`src/verilog/snowball_pkg.sv`:
```
`default_nettype none

package snowball_pkg;

  // ------------------------------------------------------------
  // Widths and sizes
  // ------------------------------------------------------------
  localparam int ADDR_W    = 32;
  localparam int DATA_W    = 32;
  localparam int IDX_W     = 8;                // Cache and TLB index
  localparam int CTAG_W    = ADDR_W - IDX_W;   // Physical address 31:8
  localparam int PAGE_W    = 16;               // Address 31:16
  localparam int NUM_LINES = 1 << IDX_W;       // Lines and TLB entries

  // ------------------------------------------------------------
  // Request structs
  // ------------------------------------------------------------
  // Lookup request after translation
  typedef struct packed {
    logic              valid;
    logic              we;
    logic              force_miss;
    logic [ADDR_W-1:0] paddr;
    logic [DATA_W-1:0] wdata;
  } xlat_req_t;

  // One word transfer on memory or DMA
  typedef struct packed {
    logic              we;
    logic [ADDR_W-1:0] addr;
    logic [DATA_W-1:0] wdata;
  } bus_req_t;

  // ------------------------------------------------------------
  // Enums
  // ------------------------------------------------------------
  typedef enum logic {
    REG_MEM,                                   // Address 31:30 is 00, 01 or 10
    REG_DMA                                    // Address 31:30 is 11
  } region_t;

  typedef enum logic [1:0] {
    CS_IDLE,
    CS_BUS,                                    // Waiting for bus_done
    CS_FILL                                    // Line write
  } ctrl_state_t;

  typedef enum logic [1:0] {
    BS_IDLE,
    BS_MEM,
    BS_DMA
  } bus_state_t;

endpackage

`default_nettype wire

```
`src/verilog/bus_master.sv`:
```
`timescale 1ns/100ps
`default_nettype none

module bus_master (
  input  wire logic                            CPU_CLK,
  input  wire logic                            RST,
  input  wire logic                            bus_start,
  input  wire snowball_pkg::bus_req_t          bus_cmd,
  output logic                                 bus_done,
  output logic [snowball_pkg::DATA_W-1:0]      bus_rdata,
  output logic [snowball_pkg::ADDR_W-1:0]      mem_addr,
  output logic                                 mem_we,
  output logic                                 mem_do_act,
  output logic [snowball_pkg::DATA_W-1:0]      mem_dataintomem,
  input  wire logic                            mem_ack,
  input  wire logic [snowball_pkg::DATA_W-1:0] mem_datafrommem,
  output logic                                 dma_wrte,
  output logic                                 dma_read,
  input  wire logic                            dma_wrte_ack,
  input  wire logic                            dma_read_ack,
  input  wire logic [snowball_pkg::DATA_W-1:0] dma_data_read
);
  import snowball_pkg::*;

  bus_state_t state;
  region_t    region;
  logic       launch;
  logic       mem_fin;
  logic       dma_fin;

  assign region  = (bus_cmd.addr[ADDR_W-1:ADDR_W-2] == 2'b11) ? REG_DMA : REG_MEM;
  assign launch  = bus_start && (state == BS_IDLE);
  assign mem_fin = (state == BS_MEM) && mem_ack;
  assign dma_fin = (state == BS_DMA) &&
                   ((dma_read && dma_read_ack) || (dma_wrte && dma_wrte_ack));

  // ------------------------------------------------------------
  // Act levels held until the ack
  // ------------------------------------------------------------
  always_ff @(posedge CPU_CLK)
  begin
    if (RST)
    begin
      state      <= BS_IDLE;
      mem_do_act <= 1'b0;
      mem_we     <= 1'b0;
      dma_read   <= 1'b0;
      dma_wrte   <= 1'b0;
      bus_done   <= 1'b0;
    end
    else
    begin
      bus_done <= mem_fin || dma_fin;
      case (state)
        BS_IDLE:
        begin
          if (launch && (region == REG_DMA))
          begin
            state    <= BS_DMA;
            dma_read <= !bus_cmd.we;
            dma_wrte <= bus_cmd.we;
          end
          else if (launch)
          begin
            state      <= BS_MEM;
            mem_do_act <= 1'b1;
            mem_we     <= bus_cmd.we;
          end
        end
        BS_MEM:
        begin
          if (mem_ack)
          begin
            state      <= BS_IDLE;
            mem_do_act <= 1'b0;
            mem_we     <= 1'b0;
          end
        end
        BS_DMA:
        begin
          if (dma_fin)
          begin
            state    <= BS_IDLE;
            dma_read <= 1'b0;
            dma_wrte <= 1'b0;
          end
        end
        default:
          state <= BS_IDLE;
      endcase
    end
  end

  // Address and write data shared by both targets
  always_ff @(posedge CPU_CLK)
  begin
    if (launch)
    begin
      mem_addr        <= bus_cmd.addr;
      mem_dataintomem <= bus_cmd.wdata;
    end
    if (mem_fin)
      bus_rdata <= mem_datafrommem;                        // Taken in the ack cycle
    else if (dma_fin)
      bus_rdata <= dma_data_read;
  end

endmodule

`default_nettype wire

```
`config.mk`:
```
export PLATFORM = sky130hd
export DESIGN_NAME = bus_master
export DESIGN_NICKNAME = d
export VERILOG_FILES = /design/src/verilog/snowball_pkg.sv /design/src/verilog/bus_master.sv
export SDC_FILE = /design/constraint.sdc
export NUM_CORES = 1
export LEC_CHECK = 0
export BUFFER_PORTS_ARGS = -buffer_cell sky130_fd_sc_hd__buf_2
export CELL_PAD_IN_SITES_DETAIL_PLACEMENT = 1
export CELL_PAD_IN_SITES_GLOBAL_PLACEMENT = 2
export CORE_MARGIN = 10
export CORE_UTILIZATION = 27
export CTS_CLUSTER_DIAMETER = 30
export DETAILED_ROUTE_END_ITERATION = 16
export PLACE_DENSITY_LB_ADDON = 0.1
export SKIP_CTS_REPAIR_TIMING = 1
export SYNTH_ARGS = -nofsm -noshare
export SYNTH_HDL_FRONTEND = slang
export SYNTH_SLANG_ARGS = --single-unit
```
`constraint.sdc`:
```
create_clock -name CPU_CLK -period 4.85 [get_ports CPU_CLK]
set_input_delay 0.2425 -clock CPU_CLK [delete_from_list [all_inputs] [get_ports CPU_CLK]]
set_output_delay 0.2425 -clock CPU_CLK [all_outputs]
set_load 0.05 [all_outputs]
```
# Word level (Yosys, flattened, before mapping)
# Cells that the tools add are included.
# classes
n_eq_ne	9
mux	20
n_reduce_logical	16
# op_table
operator	n
32-bit 2-to-1 mux	2
1-bit 2-to-1 mux	9
2-bit 2-to-1 mux	4
2-bit != test (second input constant)	4
1-bit one-hot mux with 2 select lines	4
1-bit logical AND	6
2-bit one-hot mux with 3 select lines	1
3-bit AND reduction	2
2-bit nonzero test	3
2-bit == test (second input constant)	2
4-bit AND reduction	1
3-bit by 2-bit != test with 1-bit output (second input constant)	1
2-bit by 1-bit == test with 1-bit output (second input constant)	1
2-bit logical NOT	1
1-bit logical OR	2
2-bit by 1-bit != test with 1-bit output (second input constant)	1
1-bit logical NOT	1
# totals
reg_bits	103
word_cells	54

# Longest topological paths before layout
# Gate-level depths: netlist of the first run.
# logic_depth
word_depth	5
depth_mapped	4

# Least setup slack after synthesis of the first run
# Ideal clock, no wire load.
# synth_timing
kind	reg-to-reg
start	register state[0]
end	register mem_addr[0] in the netlist's numbering, enable pin
setup_time_ns	0.486
arrival_time_ns	3.205
required_ns	4.364
slack_ns	1.159
stages_incl_launch_ff	3
period_less_slack_ns	3.691
cell_sequence	dfxtp_1 > nand2b_1 > nor2_1
# synth_between
elab_chain_len	2
# synth_rtl
element	line_no	source
start, declared	bus_master.sv:25	bus_state_t state;
start signal, assigned	bus_master.sv:44	state <= BS_IDLE;
start signal, assigned	bus_master.sv:59	state <= BS_DMA;
start signal, assigned	bus_master.sv:65	state <= BS_MEM;
2-bit logical NOT	bus_master.sv:32	assign launch = bus_start && (state == BS_IDLE);
1-bit logical AND	bus_master.sv:32	
via launch	bus_master.sv:27	logic launch;
end signal, assigned	bus_master.sv:99	mem_addr <= bus_cmd.addr;
end, declared	bus_master.sv:11	output logic [snowball_pkg::ADDR_W-1:0] mem_addr,
# The timed path passes the listed nets, and every way through them passes these cells.
# A chain may end at the register's enable or synchronous reset.

# Worst setup path in the final report of the first run
# layout_timing
start	register state[1]
end	register bus_rdata[28] in the netlist's numbering, enable pin
# layout_between
elab_chain_len	3
elab_cells_between_ends	5
# layout_rtl
element	line_no	source
2-bit by 1-bit == test with 1-bit output / 2-bit == test (equally long branches)	bus_master.sv:33, bus_master.sv:34	
1-bit logical AND, on equally long branches	bus_master.sv:33, bus_master.sv:34	
2-bit nonzero test (no source line) (*)	--	
end signal, assigned	bus_master.sv:103	bus_rdata <= mem_datafrommem;
end signal, assigned	bus_master.sv:105	bus_rdata <= dma_data_read;
end, declared	bus_master.sv:10	output logic [snowball_pkg::DATA_W-1:0] bus_rdata,
# Every way passes the cells marked *; elsewhere a longest branch is shown, timed or not.

==> results of run 1 <==
[cell families after synthesis]
family,after synthesis
buf+inv,5
simple gates,17
compound gates,10
flops,103
mux,35
[layout by cell type (no fill, tap or decap)]
| cell type | count |
|---|---|
| o21ai_0 | 3 |
| nor3_2 | 1 |
| clkbuf_16 | 9 |
| nor3b_1 | 1 |
| clkinv_4 | 1 |
| a21oi_1 | 3 |
| buf_2 | 235 |
| nor2_4 | 1 |
| inv_1 | 2 |
| nand3_1 | 2 |
| o21a_1 | 1 |
| dfxtp_1 | 7 |
| nand2_1 | 4 |
| mux2_1 | 3 |
| edfxtp_1 | 96 |
| buf_4 | 1 |
| nor2_1 | 3 |
| o21ai_4 | 1 |
| a31oi_1 | 1 |
| mux2i_1 | 2 |
| mux2_2 | 30 |
| clkinvlp_4 | 1 |
| clkinv_2 | 2 |
| nand2b_1 | 2 |
| clkbuf_1 | 1 |
| nand3b_4 | 1 |
| or4_1 | 1 |
| and2_1 | 1 |
| a22oi_1 | 1 |
| inv_6 | 2 |
[registers in the layout (all words and copies together), names as in the netlist]
signal           cells
bus_rdata           32
state                2
mem_do_act           1
dma_wrte             1
mem_addr            32
mem_dataintomem     32
dma_read             1
bus_done             1
mem_we               1
[power by group through the flow]
stage	sequential [uW]	clock (uW)	combinational, uW
after floorplan	1250	0	53.1
after detailed placement	1070	0	347
after CTS	1050	698	347
final	1050	675	342
after global placement	1070	0	344
after global routing	1060	739	362
[stage by stage]
stage               hold slack (ns)  area, um2  total power, uW
global route                 0.0523       5280             2160
global placement              0.420       5000             1410
detailed placement            0.421       5000             1420
CTS                          0.0543       5280             2100
floorplan                     0.314       3610             1300
finish                       0.0689       5280             2070
[layout make-up]
cell class / instances / area [um2] / area share
clock buffers: 10 / 229 / 0.0434
clock inverters: 6 / 43.8 / 0.00830
inverters: 2 / 7.51 / 0.00142
multi-input cells: 62 / 571 / 0.108
flip-flops and latches: 103 / 3020 / 0.573
well taps: 176 / 220 / 0.0417
repair buffers: 236 / 1180 / 0.224
[final timing paths]
check | start | endpoint | slack, ns | cells after the start
worst min register to register | mem_we | mem_we | 0.49 | 2
worst max-delay path | state[1] | bus_rdata[28] | 2.88 | 2
worst max register to register | state[1] | bus_rdata[28] | 2.88 | 2
worst min-delay path | bus_cmd[5] | mem_dataintomem[5] | 0.07 | 1
[per-layer routing]
layer	up-vias	wire length, um
li1	1153	-
met1	1165	4330
met2	165	5150
met3	15	1960
met4	2	154
met5	-	14
==> impl_results.md, run 1 <==
- Drt total wl: about 12000 um
- Syn Area/Cell: 21.2 um2
- Post-Syn Instances: 170
- CP bufs+invs: 0
- Global-route usage over all layers: 0.119
- Synth Area in XOR/XNOR: 0
- Slew Limit Fails: 0
- Synthesized flop and latch total: 103
- Top-count cell post-synth: edfxtp_1
- Root buffer cell: clkbuf_16
- Max rail drop VDD: 125 uV
- Worst min-delay path class: in2reg
- Most common flop cell mapped by yosys: edfxtp_1
- Least-Margin Pin Slew: 1.07 ns
- Grt total ovfl: 0
- Yosys cell types: 23
- First-pass GRT wire length: between 15000 and 20000 um
- Required time of the critical path: 4.81 ns
- Clock Path Buffers: 2
- WL/cell: 19.5 um
- FP Rows: 42
- Leakage: 0.00225 uW
- Cell total after placement: 579
- Largest family of logic cells by synthesized area: multiplexers
- Layout area overhead: 46.3%
- Simple-gate share of the synthesized area: 0.0288
- Most used routing layer in global routing: met2
- Fin. Hold Viols: 0
- Max-cap violations: 0
- Clock power frac: 0.326
- Synth area leaders: edfxtp_1, mux2_2, dfxtp_1
- Tcrit/Tclk final: 0.406
- Vias per Instance: roughly 4.2
- Port-buffer cells: 235
- Reg power frac: 0.508
- Total iterations of the first detailed-routing run: 4
- Post-synthesis sequential area ratio: 0.838
- Post-route worst setup slack: 2.88 ns
- Yosys warns: 0
- # H-tree levels: 3
- DRT iter0 DRCs: 160
- CTS buffer count: 9
- DIE AREA: around 0.018 mm2
- Crit-path max cell delay: 0.85 ns
- Post-DRT Antenna Nets: 0
- Arrival @ worst endpoint: approximately 1.9 ns
- Fill cell total of the finished layout: 1396
- Worst Clk Skew: 0.00521 ns
- GP Congestion: between 0.7 and 0.8
- Share of post-route cells with drive strength above 1: 0.680
- Mapped Area: about 0.0036 mm2
- Detailed Place HPWL: 9360 um
- Logic gate share of total power: 0.166
- DR vias: 2500
- Worst path cell trace: nand2b_1 > o21ai_4
- Global-route met2 utilization: 0.179
- Internal power: between 1000 and 1500 uW
- Adder-Cell Fraction of Synth Area: 0
- Core Box Area: between 0.01 and 0.015 mm2
- Net Count, Synth: 305
- Critical Path Sink Type: register
- Status: complete, no violations
- DIE HEIGHT: approximately 140 um
- Biggest area consumer among synthesized cells: edfxtp_1
- DRC: 0
- Worst slew margin: 0.284
- Delay-heaviest family, CP: compound AO/OA/AOI/OAI gates
- RSZ-0062 raised after global routing: false
- Initial antenna violation count: 1
- Crit-path max FO: 33
- Switching share of power: 0.284
- Setup-failing EPs final: 0
- Top cells by count, synth: edfxtp_1, mux2_2, dfxtp_1, nand2_1, nor2_1
- CTS tree: yes
- Pre-CTS setup slack: 2.87 ns
- CTS Sinks: 103
- Initial core utilization: 0.274
- Largest net degree at the start of global routing: 57
- Setup_tns: 0 ns
- Final cell count without fillers: about 600
- Pwr Density: 392 mW/mm2
- ANT cells: 0
- Critical path's slowest cell: o21ai_4
- Met3 Use GR: 0.0768
- Compound-Gate Fraction of Synth Area: 0.0156
- NetSw: 586 uW
- Fmax achieved: 507 MHz
- Final min period: 1.97 ns
- Worst-path clk slew: 0.07 ns
- Mux contribution to synthesized area: 0.109
- Final #Nets: 549
- I/O Pins: roughly 240
- Met1 Usage GRT: 0.131
- Async SR Flop Fraction: 0
- Synth top area share: 0.799
- Post-layout util: 0.400
- Startpoint types: register
- Die width: 136 um
- Kind of critical path: reg2reg
- Vias in the first global route: approximately 2700
- Post-synth EDFFs: 96
- Worst skew pair latency: 0.34 ns
No activity file was read; power rests on OpenSTA's default activity.
==> run 2: changes to the inputs <==
CORE_UTILIZATION = 24   (was 27)
clock period = 1.6 ns   (was 4.85 ns; I/O delays follow)
==> run 2 against run 1 <==
Net effect: worst hold slack got worse by 0.035 ns; clock skew rose by 0.0033 ns; non-clock buffer count rose by 68; core utilization rose by 1.4 points; sequential power rose to 3.0 times the previous value; flip-flop and latch count did not move; first-iteration DRC count fell by 44%; largest cell class unchanged; power rose to 3.3 times the previous value; final cell count rose by 13%.
==> impl_results.md, run 2 (synthesis gave the netlist of run 1 again) <==
- Status: complete, no violations
- Slew Limit Fails: 0
- WHS Endpoint: bus_rdata[2]
- I/O Pins: roughly 240
- Setup-failing EPs final: 0
- Worst Clk Skew: about 0.0085 ns
- Die width: 143 um
- Max rail drop VDD: 451 uV
- Most frequent cells in the layout: buf_2, edfxtp_1, dlygate4sd3_1
- Worst slew margin: 0.759
- Core Box Area: 0.0146 mm2
- Vias per Instance: 4.09
- GP Congestion: 0.715
- Final #Nets: 617
- Layout area overhead: 68.0%
- Worst skew pair latency: roughly 0.34 ns
- Grt total ovfl: 0
- Share of post-route cells with drive strength above 1: 0.602
- Fin. Hold Viols: 0
- Final Instance Area: roughly 0.0061 mm2
- Kind of critical path: reg2reg
- DIE HEIGHT: 143 um
- Final min period: about 1.4 ns
- Final cell count without fillers: 671
- Crit-path max FO: 23
- Initial antenna violation count: 1
- Required time of the critical path: 1.68 ns
- RSZ-0062 raised after global routing: false
- Drt total wl: 13300 um
- CTS buffer count: 9
- Least-Margin Pin Slew: 0.362 ns
- FP Rows: 44
- Hold_sp: mem_datafrommem[2]
- R2R Path Start: state[0]
- Critical Path Sink Type: register
- Initial core utilization: 0.246
- DIE AREA: 0.0203 mm2
- Clock Path Buffers: 2
- Startpoint types: register
- Placed cell areas: about 0.005 mm2
- Worst-path clk slew: 0.08 ns
- DR vias: about 2700
- Hold Slack: ~0.034 ns
- Pwr Density: 1120 mW/mm2
- Global-route usage over all layers: 0.119
- ANT cells: 0
- Port-buffer cells: 235
- Hold depth: 2
- First-pass GRT wire length: 18000 um
- CTS Sinks: around 100
- Tot Pwr: 6770 uW
- Top Registers: bus_rdata (32), mem_addr (32), mem_dataintomem (32)
- Reg2Reg Depth: 3
- Post-DRT Antenna Nets: 0
- Leakage: 0.00258 uW
- Arrival @ worst endpoint: 1.51 ns
- Commonest non-fill, non-tap cell in the layout: buf_2
- Root buffer cell: clkbuf_16
- Total iterations of the first detailed-routing run: 4
- DRT iter0 DRCs: 90
- Worst R2R Setup Slack: roughly 0.17 ns
- # H-tree levels: 3
- CTS tree: yes
- Fmax achieved: 699 MHz
- Tcrit/Tclk final: 0.894
- WL/cell: 19.9 um
- Detailed Place HPWL: between 10000 and 15000 um
- Largest net degree at the start of global routing: 65
- Vias in the first global route: 2823
- Cell total after placement: 590
- FF-to-FF End: bus_rdata[27]
- Max-cap violations: 0
- Worst min-delay path class: in2reg
- DRC: 0
-- run 2: cell types whose count changed in the layout (fill, tap and decap cells not counted), sizes merged --
cell	previous run	this run
clkbuf	10	9
clkinv	3	2
bufinv	0	2
buf	236	239
dlygate4sd3	0	65
-- run 2: how the worst max path moves through the flow --
stage | to | start | slack, ns
2_1_floorplan | mem_addr[0] | state[0] | -0.26
3_3_place_gp | bus_rdata[27] | state[0] | 0.20
3_5_place_dp | bus_rdata[23] | state[0] | 0.19
4_1_cts | bus_rdata[27] | state[0] | 0.15
5_1_grt | bus_rdata[27] | state[0] | 0.12
6_report | bus_rdata[27] | state[0] | 0.17
-- run 2: final cells by class --
cell class / instances / area, um2
fill: 1562 / 8580
sequential: 103 / 3030
timing repair buffer: 304 / 1890
multi-input combinational: 62 / 578
tap: 184 / 230
clock buffer: 9 / 225
clock inverter: 7 / 93.8
inverter: 2 / 7.51
-- run 2: layer usage --
layer / track usage / vias up / part of all wire / routed length (um)
met5: 0 / - / 0.00097 / 13
met4: 0.0407 / 2 / 0.010 / 134
met3: 0.0507 / 11 / 0.088 / 1170
met2: 0.222 / 121 / 0.54 / 7190
met1: 0.116 / 1319 / 0.36 / 4830
li1: - / 1289 / - / -
-- run 2: power by group --
| group | internal [uW] | switching [uW] |
|---|---|---|
| registers | 3140 | 42.5 |
| logic | 407 | 798 |
| clock network | 1380 | 1010 |
| total | 4920 | 1850 |
-- run 2: worst max-delay path, stage by stage, from the launching register on --
cell and delay [ns]:
dfxtp_2 0.40, nand3b_4 0.21, buf_12 0.23, mux2_1 0.32
-- run 2: metrics by stage --
stage	setup WS, ns	setup TNS, ns	util
after floorplan	-0.261	-16.73	-
after global placement	0.205	0	0.348
after detailed placement	0.189	0	0.348
after CTS	0.150	0	0.370
after global routing	0.122	0	0.414
final	0.170	0	0.414
==> run 3: changes to the inputs <==
RECOVER_POWER = 50   (was default)
==> run 3 against run 2 <==
Net effect: global-route usage stayed put; register-to-register slack about the same; clock power about the same; critical path depth is the same; clock skew about the same; via count shrank 0.18%; power shrank 0.44%; wire length is 0.54% higher; first-iteration DRC count up 10%; final cell count unchanged; worst hold slack is essentially flat; non-clock buffer count stayed put; highest routed layer unchanged.
==> impl_results.md, run 3 (synthesis gave the netlist of run 1 again) <==
- Vias per Instance: 4.08
- WL/cell: 20.0 um
- Setup-failing EPs final: 0
- GP Congestion: 0.715
- Final min period: 1.43 ns
- Multi-input logic area: 578 um2
- Final #Nets: approximately 620
- Grt total ovfl: 0
- Post-layout util: 0.406
- Share of post-route cells with drive strength above 1: 0.419
- Max rail drop VDD: 453 uV
- Initial antenna violation count: 1
- Startpoint types: register
- Kind of critical path: reg2reg
- First-pass GRT wire length: approximately 18000 um
- Detailed Place HPWL: ~10000 um
- Clock power frac: 0.354
- Total iterations of the first detailed-routing run: 4
- NetSw: around 1900 uW
- Clock Path Buffers: 2
- Commonest non-fill, non-tap cell in the layout: buf_2
- Crit-path max cell delay: 0.40 ns
- CTS buffer count: 9
- Critical path's slowest cell: dfxtp_2
- Internal power: just under 5000 uW
- Tcrit/Tclk final: 0.894
- Arrival @ worst endpoint: approximately 1.5 ns
- DIE HEIGHT: 143 um
- Worst path cell trace: nand3b_4 > buf_12 > mux2_1
- Vias in the first global route: 2823
- Critical Path Sink Type: register
- DRC: 0
- DRT iter0 DRCs: 99
- CTS tree: yes
- Slew Limit Fails: 0
- Required time of the critical path: 1.68 ns
- Reg power frac: 0.473
- Delay-heaviest family, CP: flip-flops
- Port-buffer cells: 235
- Root buffer cell: clkbuf_16
- Status: complete, no violations
- Worst slew margin: 0.543
- Fill cell total of the finished layout: 1596
- Fmax achieved: 699 MHz
- Core Box Area: 0.0146 mm2
- Worst skew pair latency: 0.34 ns
- Top Registers: bus_rdata (32), mem_addr (32), mem_dataintomem (32)
- Most frequent cells in the layout: buf_2, edfxtp_1, clkbuf_1
- CP bufs+invs: 1
- Setup_tns: 0 ns
- Worst Clk Skew: 0.00818 ns
- Worst min-delay path class: in2reg
- Largest net degree at the start of global routing: 65
- Crit-path max FO: 23
- Worst-path clk slew: around 0.08 ns
- RSZ-0062 raised after global routing: false
- Layout area overhead: 64.9%
- Die width: 143 um
- Switching share of power: 0.275
- Drt total wl: 13400 um
- Fin. Hold Viols: 0
- Logic gate share of total power: 0.174
- Reg area: 0.00303 mm2
- DR vias: around 2700
- Global-route usage over all layers: 0.119
- Initial core utilization: 0.246
- # H-tree levels: 3
- Pwr Density: 1130 mW/mm2
- I/O Pins: 236
- DIE AREA: 0.0203 mm2
- ANT cells: 0
- Least-Margin Pin Slew: approximately 0.7 ns
- Leakage: 0.00233 uW
- Max-cap violations: 0
- Post-DRT Antenna Nets: 0
- FP Rows: 44
- CTS Sinks: between 100 and 150
## run 3: path summary, 6_finish.rpt
| kind | from | end | slack [ns] | depth (start not counted) |
|---|---|---|---|---|
| setup / recovery | state[0] | bus_rdata[27] | 0.17 | 3 |
| hold / removal | mem_datafrommem[2] | bus_rdata[2] | 0.03 | 2 |
| setup reg to reg | state[0] | bus_rdata[27] | 0.17 | 3 |
| hold reg to reg | mem_do_act | mem_do_act | 0.46 | 2 |
## run 3: area by class of cell
| cell class | count | area share |
|---|---|---|
| timing repair buffer | 304 | 0.300 |
| clock inverter | 7 | 0.0158 |
| clock buffer | 9 | 0.0378 |
| sequential | 103 | 0.510 |
| inverter | 2 | 0.00126 |
| multi-input combinational | 62 | 0.0971 |
| tap | 184 | 0.0387 |
## run 3: metal layers
metal / routed length [um] / GRT usage
met2: 7200 / 0.222
met4: 134 / 0.0407
met1: 4860 / 0.116
met3: 1200 / 0.0507
met5: 13 / 0
## run 3: stage by stage
step	total power, uW	instance area, um2	std cells	worst slack [ns]	hold WS, ns
6_report	6740	5950	671	0.170	0.0345
2_1_floorplan	3940	3640	170	-0.261	0.142
5_1_grt	7000	5950	671	0.122	0.0241
4_1_cts	6740	5410	606	0.150	-0.108
3_5_place_dp	4330	5090	590	0.189	0.258
3_3_place_gp	4310	5090	590	0.205	0.257
## run 3: power by group through the flow
stage	Sequential, uW	Combinational [uW]	Clock, uW
floorplan	3770	169	0
CTS	3180	1090	2460
detailed placement	3240	1090	0
global route	3200	1240	2550
global placement	3230	1080	0
finish	3180	1170	2380
